**src/hw/exec_pkg.sv**
```systemverilog
// shared widths and encodings for the execute stage
// referenced by scoped name from the interfaces and RTL modules
package exec_pkg;

  // --------------------------------------------------
  // widths
  // --------------------------------------------------

  localparam int data_bits     = 32;  // rv32 operand width
  localparam int seq_bits_dflt = 8;   // default tag width
  localparam int reg_addr_bits = 5;   // 32 arch regs

  typedef logic [data_bits-1:0]     data_t;      // operand / result word
  typedef logic [seq_bits_dflt-1:0] seq_num_t;   // instruction tag
  typedef logic [reg_addr_bits-1:0] reg_addr_t;  // dest register

  // --------------------------------------------------
  // micro-ops
  // --------------------------------------------------

  // alu ops in the low codes, multiplies above
  typedef enum logic [3:0] {
    OP_ADD   = 4'd0,
    OP_SUB   = 4'd1,
    OP_AND   = 4'd2,
    OP_OR    = 4'd3,
    OP_XOR   = 4'd4,
    OP_SLT   = 4'd5,
    OP_MUL   = 4'd8,   // low half of product
    OP_MULHU = 4'd9    // high half, unsigned x unsigned
  } uop_t;

  // which execute unit takes an op
  typedef enum logic {
    UNIT_ALU = 1'b0,
    UNIT_MUL = 1'b1
  } unit_sel_t;

endpackage

```
**src/hw/d_x_if.sv**
```systemverilog
// dispatch to execute unit channel, one per unit
// carries the micro-op and operands with a val/rdy handshake
`timescale 1ns/1ps

interface d_x_if #(
  parameter int seq_num_bits = $bits(exec_pkg::seq_num_t)
);

  logic                    val;      // op present
  logic                    rdy;      // unit can take it
  logic [seq_num_bits-1:0] seq_num;  // program-order tag
  exec_pkg::data_t         op1;
  exec_pkg::data_t         op2;
  exec_pkg::reg_addr_t     waddr;    // dest reg
  exec_pkg::uop_t          uop;

  // dispatch side drives the op
  modport dispatch (
    output val, seq_num, op1, op2, waddr, uop,
    input  rdy
  );

  // execute unit side
  modport unit (
    input  val, seq_num, op1, op2, waddr, uop,
    output rdy
  );

endinterface

```
**src/hw/x_w_if.sv**
```systemverilog
// execute unit to writeback arbiter channel
// one instance per unit, val/rdy handshake
`timescale 1ns/1ps

interface x_w_if #(
  parameter int seq_num_bits = $bits(exec_pkg::seq_num_t)
);

  logic                    val;      // result present
  logic                    rdy;      // granted and downstream ready
  logic [seq_num_bits-1:0] seq_num;
  exec_pkg::reg_addr_t     waddr;
  exec_pkg::data_t         wdata;

  modport unit (
    output val, seq_num, waddr, wdata,
    input  rdy
  );

  modport wb (
    input  val, seq_num, waddr, wdata,
    output rdy
  );

endinterface

```
**src/hw/exec_dispatch.sv**
```systemverilog
// steers each decoded micro-op to the alu or the multiplier
// purely combinational, returns the chosen unit's ready
`timescale 1ns/1ps

module exec_dispatch #(
  parameter int seq_num_bits = $bits(exec_pkg::seq_num_t)
) (
  input  logic                    d_val,
  output logic                    d_rdy,
  input  logic [seq_num_bits-1:0] d_seq_num,
  input  exec_pkg::data_t         d_op1,
  input  exec_pkg::data_t         d_op2,
  input  exec_pkg::reg_addr_t     d_waddr,
  input  exec_pkg::uop_t          d_uop,
  d_x_if.dispatch                 alu,
  d_x_if.dispatch                 mul
);

  exec_pkg::unit_sel_t sel;    // target unit
  logic                known;  // uop is a legal encoding

  // decode uop to unit
  always_comb begin
    sel   = exec_pkg::UNIT_ALU;
    known = 1'b1;
    case (d_uop)
      exec_pkg::OP_ADD, exec_pkg::OP_SUB, exec_pkg::OP_AND,
      exec_pkg::OP_OR, exec_pkg::OP_XOR, exec_pkg::OP_SLT: sel = exec_pkg::UNIT_ALU;
      exec_pkg::OP_MUL, exec_pkg::OP_MULHU:                sel = exec_pkg::UNIT_MUL;
      default:                                             known = 1'b0;  // stall, never drop
    endcase
  end

  // val only to the selected unit
  assign alu.val = d_val & known & (sel == exec_pkg::UNIT_ALU);
  assign mul.val = d_val & known & (sel == exec_pkg::UNIT_MUL);

  // payload fans out to both, val qualifies it
  assign alu.seq_num = d_seq_num;
  assign alu.op1     = d_op1;
  assign alu.op2     = d_op2;
  assign alu.waddr   = d_waddr;
  assign alu.uop     = d_uop;
  assign mul.seq_num = d_seq_num;
  assign mul.op1     = d_op1;
  assign mul.op2     = d_op2;
  assign mul.waddr   = d_waddr;
  assign mul.uop     = d_uop;

  assign d_rdy = known & ((sel == exec_pkg::UNIT_MUL) ? mul.rdy : alu.rdy);

endmodule

```
**src/hw/alu_unit.sv**
```systemverilog
// integer alu execute unit
// one input register, result computed combinationally from it
`timescale 1ns/1ps

module alu_unit (
  input  logic clk,
  input  logic rst,
  d_x_if.unit  d,
  x_w_if.unit  w
);

  localparam int seq_num_bits = d.seq_num_bits;

  // --------------------------------------------------
  // input register
  // --------------------------------------------------

  logic                    val_q;
  logic [seq_num_bits-1:0] seq_num_q;
  exec_pkg::data_t         op1_q;
  exec_pkg::data_t         op2_q;
  exec_pkg::reg_addr_t     waddr_q;
  exec_pkg::uop_t          uop_q;

  logic d_xfer;
  logic w_xfer;

  assign d_xfer = d.val & d.rdy;
  assign w_xfer = w.val & w.rdy;

  always_ff @(posedge clk) begin
    if (rst) begin
      val_q <= 1'b0;
    end else if (d_xfer) begin
      val_q <= 1'b1;   // load wins, covers same-cycle drain and refill
    end else if (w_xfer) begin
      val_q <= 1'b0;
    end
  end

  // payload, loaded only on accept
  always_ff @(posedge clk) begin
    if (d_xfer) begin
      seq_num_q <= d.seq_num;
      op1_q     <= d.op1;
      op2_q     <= d.op2;
      waddr_q   <= d.waddr;
      uop_q     <= d.uop;
    end
  end

  // --------------------------------------------------
  // arithmetic
  // --------------------------------------------------

  always_comb begin
    case (uop_q)
      exec_pkg::OP_ADD: w.wdata = op1_q + op2_q;  // wraps mod 2^32
      exec_pkg::OP_SUB: w.wdata = op1_q - op2_q;
      exec_pkg::OP_AND: w.wdata = op1_q & op2_q;
      exec_pkg::OP_OR:  w.wdata = op1_q | op2_q;
      exec_pkg::OP_XOR: w.wdata = op1_q ^ op2_q;
      exec_pkg::OP_SLT: w.wdata = {31'b0, $signed(op1_q) < $signed(op2_q)};
      default:          w.wdata = '0;  // mul ops never routed here
    endcase
  end

  assign w.val     = val_q;
  assign w.seq_num = seq_num_q;
  assign w.waddr   = waddr_q;
  assign d.rdy     = ~val_q | w.rdy;  // empty, or draining this cycle

endmodule

```
**src/hw/mul_unit.sv**
```systemverilog
// multiply execute unit, low and unsigned high halves
// same single input register and handshake as the alu
`timescale 1ns/1ps

module mul_unit (
  input  logic clk,
  input  logic rst,
  d_x_if.unit  d,
  x_w_if.unit  w
);

  localparam int seq_num_bits = d.seq_num_bits;
  localparam int data_bits    = exec_pkg::data_bits;

  // --------------------------------------------------
  // input register
  // --------------------------------------------------

  logic                    val_q;      // register holds an op
  logic [seq_num_bits-1:0] seq_num_q;  // tag of held op
  exec_pkg::data_t         op1_q;
  exec_pkg::data_t         op2_q;
  exec_pkg::reg_addr_t     waddr_q;    // dest of held op
  exec_pkg::uop_t          uop_q;

  logic d_xfer;
  logic w_xfer;

  assign d_xfer = d.val & d.rdy;
  assign w_xfer = w.val & w.rdy;

  // valid bit
  always_ff @(posedge clk) begin
    if (rst) begin
      val_q <= 1'b0;
    end else if (d_xfer) begin
      val_q <= 1'b1;
    end else if (w_xfer) begin
      val_q <= 1'b0;
    end
  end

  always_ff @(posedge clk) begin
    if (d_xfer) begin
      seq_num_q <= d.seq_num;
      op1_q     <= d.op1;
      op2_q     <= d.op2;
      waddr_q   <= d.waddr;
      uop_q     <= d.uop;
    end
  end

  // --------------------------------------------------
  // multiply
  // --------------------------------------------------

  logic [2*data_bits-1:0] prod;  // full unsigned product

  assign prod = {{data_bits{1'b0}}, op1_q} * {{data_bits{1'b0}}, op2_q};

  always_comb begin
    case (uop_q)
      exec_pkg::OP_MUL:   w.wdata = prod[data_bits-1:0];
      exec_pkg::OP_MULHU: w.wdata = prod[2*data_bits-1:data_bits];
      default:            w.wdata = '0;  // alu ops never land here
    endcase
  end

  assign w.val     = val_q;
  assign w.seq_num = seq_num_q;
  assign w.waddr   = waddr_q;
  assign d.rdy     = ~val_q | w.rdy;

endmodule

```
**src/hw/wb_arbiter.sv**
```systemverilog
// round-robin merge of the two execute units onto one writeback port
// zero latency, grant held steady while the port is stalled
`timescale 1ns/1ps

module wb_arbiter #(
  parameter int seq_num_bits = $bits(exec_pkg::seq_num_t)
) (
  input  logic                    clk,
  input  logic                    rst,
  x_w_if.wb                       alu,
  x_w_if.wb                       mul,
  output logic                    w_val,
  input  logic                    w_rdy,
  output logic [seq_num_bits-1:0] w_seq_num,
  output exec_pkg::reg_addr_t     w_waddr,
  output exec_pkg::data_t         w_wdata
);

  exec_pkg::unit_sel_t last_q;  // winner of last transfer
  exec_pkg::unit_sel_t hold_sel_q;
  logic                hold_q;  // stalled last cycle, keep grant
  exec_pkg::unit_sel_t grant;

  // --------------------------------------------------
  // grant
  // --------------------------------------------------

  always_comb begin
    if (hold_q) begin
      grant = hold_sel_q;  // stalled unit still valid, keep it on the port
    end else if (alu.val & mul.val) begin
      grant = (last_q == exec_pkg::UNIT_ALU) ? exec_pkg::UNIT_MUL : exec_pkg::UNIT_ALU;
    end else if (mul.val) begin
      grant = exec_pkg::UNIT_MUL;
    end else begin
      grant = exec_pkg::UNIT_ALU;
    end
  end

  always_ff @(posedge clk) begin
    if (rst) begin
      last_q <= exec_pkg::UNIT_MUL;  // alu favoured first
      hold_q <= 1'b0;
    end else begin
      if (w_val & w_rdy)
        last_q <= grant;
      hold_q <= w_val & ~w_rdy;
    end
  end

  always_ff @(posedge clk) begin
    hold_sel_q <= grant;
  end

  // --------------------------------------------------
  // payload mux and ready return
  // --------------------------------------------------

  assign w_val     = (grant == exec_pkg::UNIT_MUL) ? mul.val     : alu.val;
  assign w_seq_num = (grant == exec_pkg::UNIT_MUL) ? mul.seq_num : alu.seq_num;
  assign w_waddr   = (grant == exec_pkg::UNIT_MUL) ? mul.waddr   : alu.waddr;
  assign w_wdata   = (grant == exec_pkg::UNIT_MUL) ? mul.wdata   : alu.wdata;

  assign alu.rdy = w_rdy & (grant == exec_pkg::UNIT_ALU);
  assign mul.rdy = w_rdy & (grant == exec_pkg::UNIT_MUL);

endmodule

```
**src/hw/exec_stage.sv**
```systemverilog
// execute stage top, plain decode and writeback ports
// dispatch -> alu / mul -> round-robin writeback
`timescale 1ns/1ps

module exec_stage #(
  parameter int seq_num_bits = $bits(exec_pkg::seq_num_t)
) (
  input  logic                    clk,
  input  logic                    rst,

  // from decode
  input  logic                    d_val,
  output logic                    d_rdy,
  input  logic [seq_num_bits-1:0] d_seq_num,
  input  exec_pkg::data_t         d_op1,
  input  exec_pkg::data_t         d_op2,
  input  exec_pkg::reg_addr_t     d_waddr,
  input  exec_pkg::uop_t          d_uop,

  // to writeback
  output logic                    w_val,
  input  logic                    w_rdy,
  output logic [seq_num_bits-1:0] w_seq_num,
  output exec_pkg::reg_addr_t     w_waddr,
  output exec_pkg::data_t         w_wdata
);

  // --------------------------------------------------
  // unit channels
  // --------------------------------------------------

  d_x_if #(.seq_num_bits(seq_num_bits)) d_alu ();
  d_x_if #(.seq_num_bits(seq_num_bits)) d_mul ();
  x_w_if #(.seq_num_bits(seq_num_bits)) w_alu ();
  x_w_if #(.seq_num_bits(seq_num_bits)) w_mul ();

  exec_dispatch #(.seq_num_bits(seq_num_bits)) dispatch (
    .d_val     (d_val),
    .d_rdy     (d_rdy),
    .d_seq_num (d_seq_num),
    .d_op1     (d_op1),
    .d_op2     (d_op2),
    .d_waddr   (d_waddr),
    .d_uop     (d_uop),
    .alu       (d_alu.dispatch),
    .mul       (d_mul.dispatch)
  );

  alu_unit alu (.clk(clk), .rst(rst), .d(d_alu.unit), .w(w_alu.unit));
  mul_unit mul (.clk(clk), .rst(rst), .d(d_mul.unit), .w(w_mul.unit));

  wb_arbiter #(.seq_num_bits(seq_num_bits)) arb (
    .clk       (clk),
    .rst       (rst),
    .alu       (w_alu.wb),
    .mul       (w_mul.wb),
    .w_val     (w_val),
    .w_rdy     (w_rdy),
    .w_seq_num (w_seq_num),
    .w_waddr   (w_waddr),
    .w_wdata   (w_wdata)
  );

endmodule

```
**config.mk**
```make
export PLATFORM = sky130hd
export DESIGN_NAME = exec_stage
export DESIGN_NICKNAME = d
export VERILOG_FILES = /design/src/hw/exec_pkg.sv /design/src/hw/d_x_if.sv /design/src/hw/x_w_if.sv /design/src/hw/exec_dispatch.sv /design/src/hw/alu_unit.sv /design/src/hw/mul_unit.sv /design/src/hw/wb_arbiter.sv /design/src/hw/exec_stage.sv
export SDC_FILE = /design/constraint.sdc
export NUM_CORES = 2
export LEC_CHECK = 0
export ABC_AREA = 1
export BUFFER_PORTS_ARGS = -buffer_cell sky130_fd_sc_hd__buf_4
export CAP_MARGIN = 20
export CORE_UTILIZATION = 38
export DETAILED_ROUTE_END_ITERATION = 12
export PLACE_DENSITY_LB_ADDON = 0.1
export RECOVER_POWER = 50
export SYNTH_ARGS = -nofsm -noshare
export SYNTH_HDL_FRONTEND = slang
export SYNTH_SLANG_ARGS = --single-unit
```
**constraint.sdc**
```tcl
create_clock -name clk -period 9 [get_ports clk]
set_input_delay 1.8 -clock clk [delete_from_list [all_inputs] [get_ports clk]]
set_output_delay 1.8 -clock clk [all_outputs]
set_load 0.03 [all_outputs]
```
* Word level (Yosys, flattened, before mapping)
Index checks and enable logic that the tools add are counted.
Widths: inputs -> output; s select.
** Operators by class
- Add/sub/neg operators :: 2
- Multiply operators :: 1
- Magnitude comparators :: 1
- Eq/ne operators :: 14
- Multiplexer cells :: 17
- Bitwise gates (word level) :: 23
- Reduce and logical (&&, ||, !) cells :: 6
** Operator list (count)
- $pmux 32 s6 :: 1
- $mul 32x32->64 :: 1
- $pmux 32 s2 :: 1
- $add 32x32->32 :: 1
- $and 32x32->32 :: 1
- $lt 32x32->1 :: 1
- $mux 32 :: 1
- $or 32x32->32 :: 1
- $sub 32x32->32 :: 1
- $xor 32x32->32 :: 1
- $eq 4x2->1 const B :: 4
- $eq 4x3->1 const B :: 4
- $eq 4x4->1 const B :: 4
- $and 1x1->1 :: 13
- $mux 1 :: 12
- $eq 4x1->1 const B :: 2
- $logic_not 4->1 :: 2
- $mux 8 :: 1
- $reduce_or 8->1 :: 1
- $mux 5 :: 1
- $not 1->1 :: 5
- $reduce_bool 2->1 :: 2
- $or 1x1->1 :: 2
- $reduce_or 2->1 :: 1
** Storage, ports and cells
- Bits in registers :: 167
- Input port bits :: 85
- Output and inout port bits :: 47
- Logic and storage cells :: 79

* Logic depth before layout (Yosys ltp)
- Depth after elaboration :: 8
- Mapped depth :: 33
- Gate-level depth less buffers :: 32

* Cells and area by module
From an unflattened synthesis, not the netlist that was laid out.
** Second synthesis, totals
- Cells, all modules :: 6797
- Area, all modules :: 49434.9 um2
** Modules (own cells, without submodules)
- mul_unit :: times used 1, cells each 5093, area each 38668.3 um2, sequential area each 2452.4 um2
- alu_unit :: times used 1, cells each 1359, area each 8755.9 um2, sequential area each 2452.4 um2
- exec_dispatch :: times used 1, cells each 176, area each 1271.2 um2, sequential area each 0.0 um2
- wb_arbiter :: times used 1, cells each 169, area each 739.5 um2, sequential area each 60.1 um2

* Worst setup path after synthesis
No wires, ideal clock.
- Path type :: register to output
- From :: register mul.op2_q[2]
- To :: output w_wdata[7]
- Arrival time :: 6.355 ns
- Required time :: 7.200 ns
- Path slack :: 0.845 ns
- Stages on the path, launching flop included :: 29
- Buffers on the path :: 1
- Cell sequence :: edfxtp_1 -> clkbuf_1 -> nand2_1 -> inv_1 -> fa_1 -> inv_1 -> fa_1 -> fa_1 -> fa_1 -> inv_1 -> fa_1 -> inv_1 -> fa_1 -> inv_1 -> fa_1 -> fa_1 -> ha_1 -> nand2_1 -> nor2_2 -> nand2_1 -> nor2_1 -> nand2_1 -> nand3_2 -> nand2_1 -> nand3b_1 -> nand3_1 -> nand2_1 -> nand2_1 -> o21ai_1
** Between the ends
- Cells in the longest elaborated chain, start to end :: 3
** Ends and longest elaborated chain
- start: declaration :: RTL line mul_unit.sv:22 : exec_pkg::data_t op2_q;
- start signal: assignment :: RTL line mul_unit.sv:47 : op2_q <= d.op2;
- $mul 32x32->64 :: RTL line mul_unit.sv:59 : assign prod = {{data_bits{1'b0}}, op1_q} * {{data_bits{1'b0}}, op2_q};
- $pmux 32 s2 :: RTL line mul_unit.sv:62 : case (uop_q)
- $mux 32 :: RTL line wb_arbiter.sv:62 : assign w_wdata = (grant == exec_pkg::UNIT_MUL) ? mul.wdata : alu.wdata;
- end: declaration :: RTL line exec_stage.sv:25 : output exec_pkg::data_t w_wdata
No other way between the ends.

* Worst setup path in the final report
- From :: register mul.op1_q[9]
- To :: output w_wdata[24]
** Between the ends
- Cells in the longest elaborated chain, start to end :: 3
** Ends and longest elaborated chain
- start: declaration :: RTL line mul_unit.sv:21 : exec_pkg::data_t op1_q;
- start signal: assignment :: RTL line mul_unit.sv:46 : op1_q <= d.op1;
- $mul 32x32->64 :: RTL line mul_unit.sv:59
- $pmux 32 s2 :: RTL line mul_unit.sv:62
- $mux 32 :: RTL line wb_arbiter.sv:62
No other way between the ends.

==> summary.txt <==
Outcome
  – Failing checks: negative setup slack
  – Status: finished, violations left

Synth
  – Yosys top cell area share: 0.377
  – Synthesized net count: 7862
  – Synth Flop Type: edfxtp_1
  – Ys async rst share: 0
  – Mux share of post-synthesis cell area: 0
  – Yosys Warn Count: 0
  – Cell taking the most area after synthesis: fa_1
  – Register area share after synthesis: 0.104
  – Top post-synthesis cells by area: fa_1 (38%), nand2_1 (16%), inv_1 (15%)
  – Mean Syn Cell Area: ~7.3 µm²
  – Most frequent cell after synthesis: nand2_1
  – Compound-gate portion of the synthesized area: 0.0360
  – Top post-synthesis cells by count: nand2_1 (2057), inv_1 (1947), fa_1 (898)
  – Post-synth EDFFs: 162
  – Post-Syn Area: 47700 µm²
  – Adder-Cell Fraction of Synth Area: 0.471
  – Library cells used by synthesis: 43
  – Synth Area in Simple Gates: 0.215
  – Xor/xnor share of the synthesized area: 0.00110
  – Main combinational cell family by area after synthesis: adder cells
  – Syn Inst Count: around 6500
  – Synthesized flop and latch total: 167

Setup path
  – CP required: just over 7 ns
  – Crit Path Max Fanout: 21
  – Crit path launch type: flop
  – CP peak stage delay: roughly 0.57 ns
  – Crit path arrival time: 7.49 ns
  – Worst reg2reg startpoint: alu.w.val
  – Depth of the worst register-to-register path: 8
  – Worst path slowest cell: fa_2
  – Crit. Startpoint: mul.op1_q[9]
  – Setup CP Type: flop to output pin
  – R2R Path End: alu.op2_q[27]
  – Setup crit end kind: output pin
  – R2R setup slack: 5.29 ns

Placement
  – DP Area: 52900 µm²
  – GPL Wtd Cong: 0.944
  – Post-DP HPWL: 139000 µm
  – Placed Cells: between 8000 and 9000
  – Number of buffer cells added on primary ports: around 130

Global routing
  – Pin count of the biggest net entering global routing: 69
  – Initial antenna violation count: 18
  – First-pass GRT wire length: 251000 µm
  – GRT Overall Usage: 0.265
  – Grt ovf: 0
  – Number of global-route vias before repair: between 40000 and 50000

STA
  – Final Skew: 0.0211 ns
  – Final Hold Vio Count: 0
  – Rel. slew slack: 0.151
  – Final worst-path cycle share: 1.03
  – Worst slew pin tran: about 1.3 ns
  – Final setup violating endpoints: 32
  – Crit path time final: 9.29 ns
  – RSZ-0062 raised after global routing: true
  – Final worst slack: -0.289 ns
  – Final Hold Slack: 0.507 ns
  – Fmax: 108 MHz
  – Fin. max-slew vios: 0

Finish
  – Final instance area: 54500 µm²
  – Nets: between 8000 and 9000
  – Fraction of layout cells with a size suffix above 1: 0.101
  – Register area: 4960 µm²
  – Area grow syn2layout: 14.1%
  – Multi-input gate area: between 30000 and 40000 µm²
  – Final Util: 0.439
  – Filler cells: 12900
  – Final instance count without filler cells: 8373

Routing
  – WL per Instance: a little under 20 µm
  – Vias/cell: 4.78
  – Wirelength, routed: 163000 µm
  – Via count: 40000
  – DRT antenna net count: 0
  – Initial DRC Count: between 2000 and 3000
  – Drt first pass iters: 6
  – Residual DRC: 0

Hold path
  – Hold WC Path Type: flop to flop
  – Hold worst-path end: arb.last_q
  – Min-delay src: arb.last_q
  – Worst Hold Depth: 2

Clock tree
  – CTS tree: built
  – Worst skew pair latency: 0.50 ns
  – Root Driver: clkbuf_16
  – Cts hold-fix bufs: 0
  – CTS Buffer Depth: 2
  – Clk pin slew, worst setup/hold paths: about 0.09 ns
  – Total CTS buffers: 17
  – TritonCTS sink count: 167
  – Number of H-tree levels: 4

Die
  – Ports: 132
  – Chip width: 356 µm
  – Total core area: ~120000 µm²
  – Die area: 127000 µm²
  – Initial Utilization: 0.385
  – Row count: 129
  – Die height: ~360 µm

Run
  – # Max-Cap Violations: 0
-- metal layers --
layer  GRT usage  routed length [µm]
met4      0.0722                4640
met1       0.371               73400
met5           0                  11
met2       0.434               76400
met3      0.0275                8460
-- how the worst max path moves through the flow --
stage / endpoint / cells after the start
2_1_floorplan: w_wdata[7] / 28
5_1_grt: w_wdata[18] / 32
6_report: w_wdata[24] / 29
3_3_place_gp: w_wdata[31] / 27
4_1_cts: w_wdata[26] / 33
3_5_place_dp: w_wdata[31] / 28
-- registers in the layout (all words and copies together) (netlist names) --
register,count
mul.op1_q,32
mul.w.val,1
arb.hold_sel_q,1
alu.w.val,1
arb.last_q,1
mul.w.waddr,5
alu.op2_q,32
alu.uop_q,4
arb.hold_q,1
alu.op1_q,32
alu.w.waddr,5
alu.w.seq_num,8
mul.w.seq_num,8
mul.uop_q,4
mul.op2_q,32
-- placed cells by master (no fill, tap or decap), types with 33 or more instances in the layout --
master    Yosys  final
clkbuf_1    211     67
ha_1        359    336
nand3_1     199    186
nand2_2      15     89
o21ai_0     101     96
inv_1      1947   1934
nor2_2       25     33
fa_1        898    873
buf_4         0    213
nand2_1    2057   1970
edfxtp_1    162    162
buf_6         0     38
nor2_1      190    166
buf_12        0     77
a21oi_1     171    152
-- kinds of logic (layout without fill, tap and decap cells) --
logic type	after synthesis	after routing
adders and majority gates	1257	1257
xor gates and xnor gates	6	6
and+or+nand+nor	2569	2569
buffers and inverters	2198	2412
DFF	167	167
AOI/OAI and AO/OA	323	323
other	0	2
-- layout make-up --
class	count	share of cell area
inverters	1969	0.136
diodes	2	0.0000919
repair buffers	413	0.0734
multi-input cells	4155	0.651
flip-flops and latches	167	0.0911
well taps	1637	0.0376
clock inverters	13	0.00303
clock buffers	17	0.00781
-- critical path: cells and delay by family, from the launching register on --
| family | cells | cell delay, ns |
|---|---|---|
| adders and majority gates | 9 | 4.49 |
| and+or+nand+nor | 12 | 1.35 |
| buffers and inverters | 8 | 0.71 |
| DFF | 1 | 0.42 |
-- stage by stage --
step	setup TNS (ns)	worst slack, ns
4_1_cts	-8.80	-0.325
3_5_place_dp	-0.271	-0.0520
5_1_grt	-16.16	-0.557
2_1_floorplan	0	0.845
3_3_place_gp	-0.598	-0.0931
6_report	-6.88	-0.289
-- what timing repair did --
item                                    4_1_cts  5_1_grt
gates cloned                                  0        2
pin swaps                                    19       59
resized for setup                           148      140
setup buffers                                 6        8
endpoints found under the setup margin       32       32
Power is left out: the tool's default activity adds up to more than one toggle a clock period on the data nets, which glitch-free logic cannot reach.
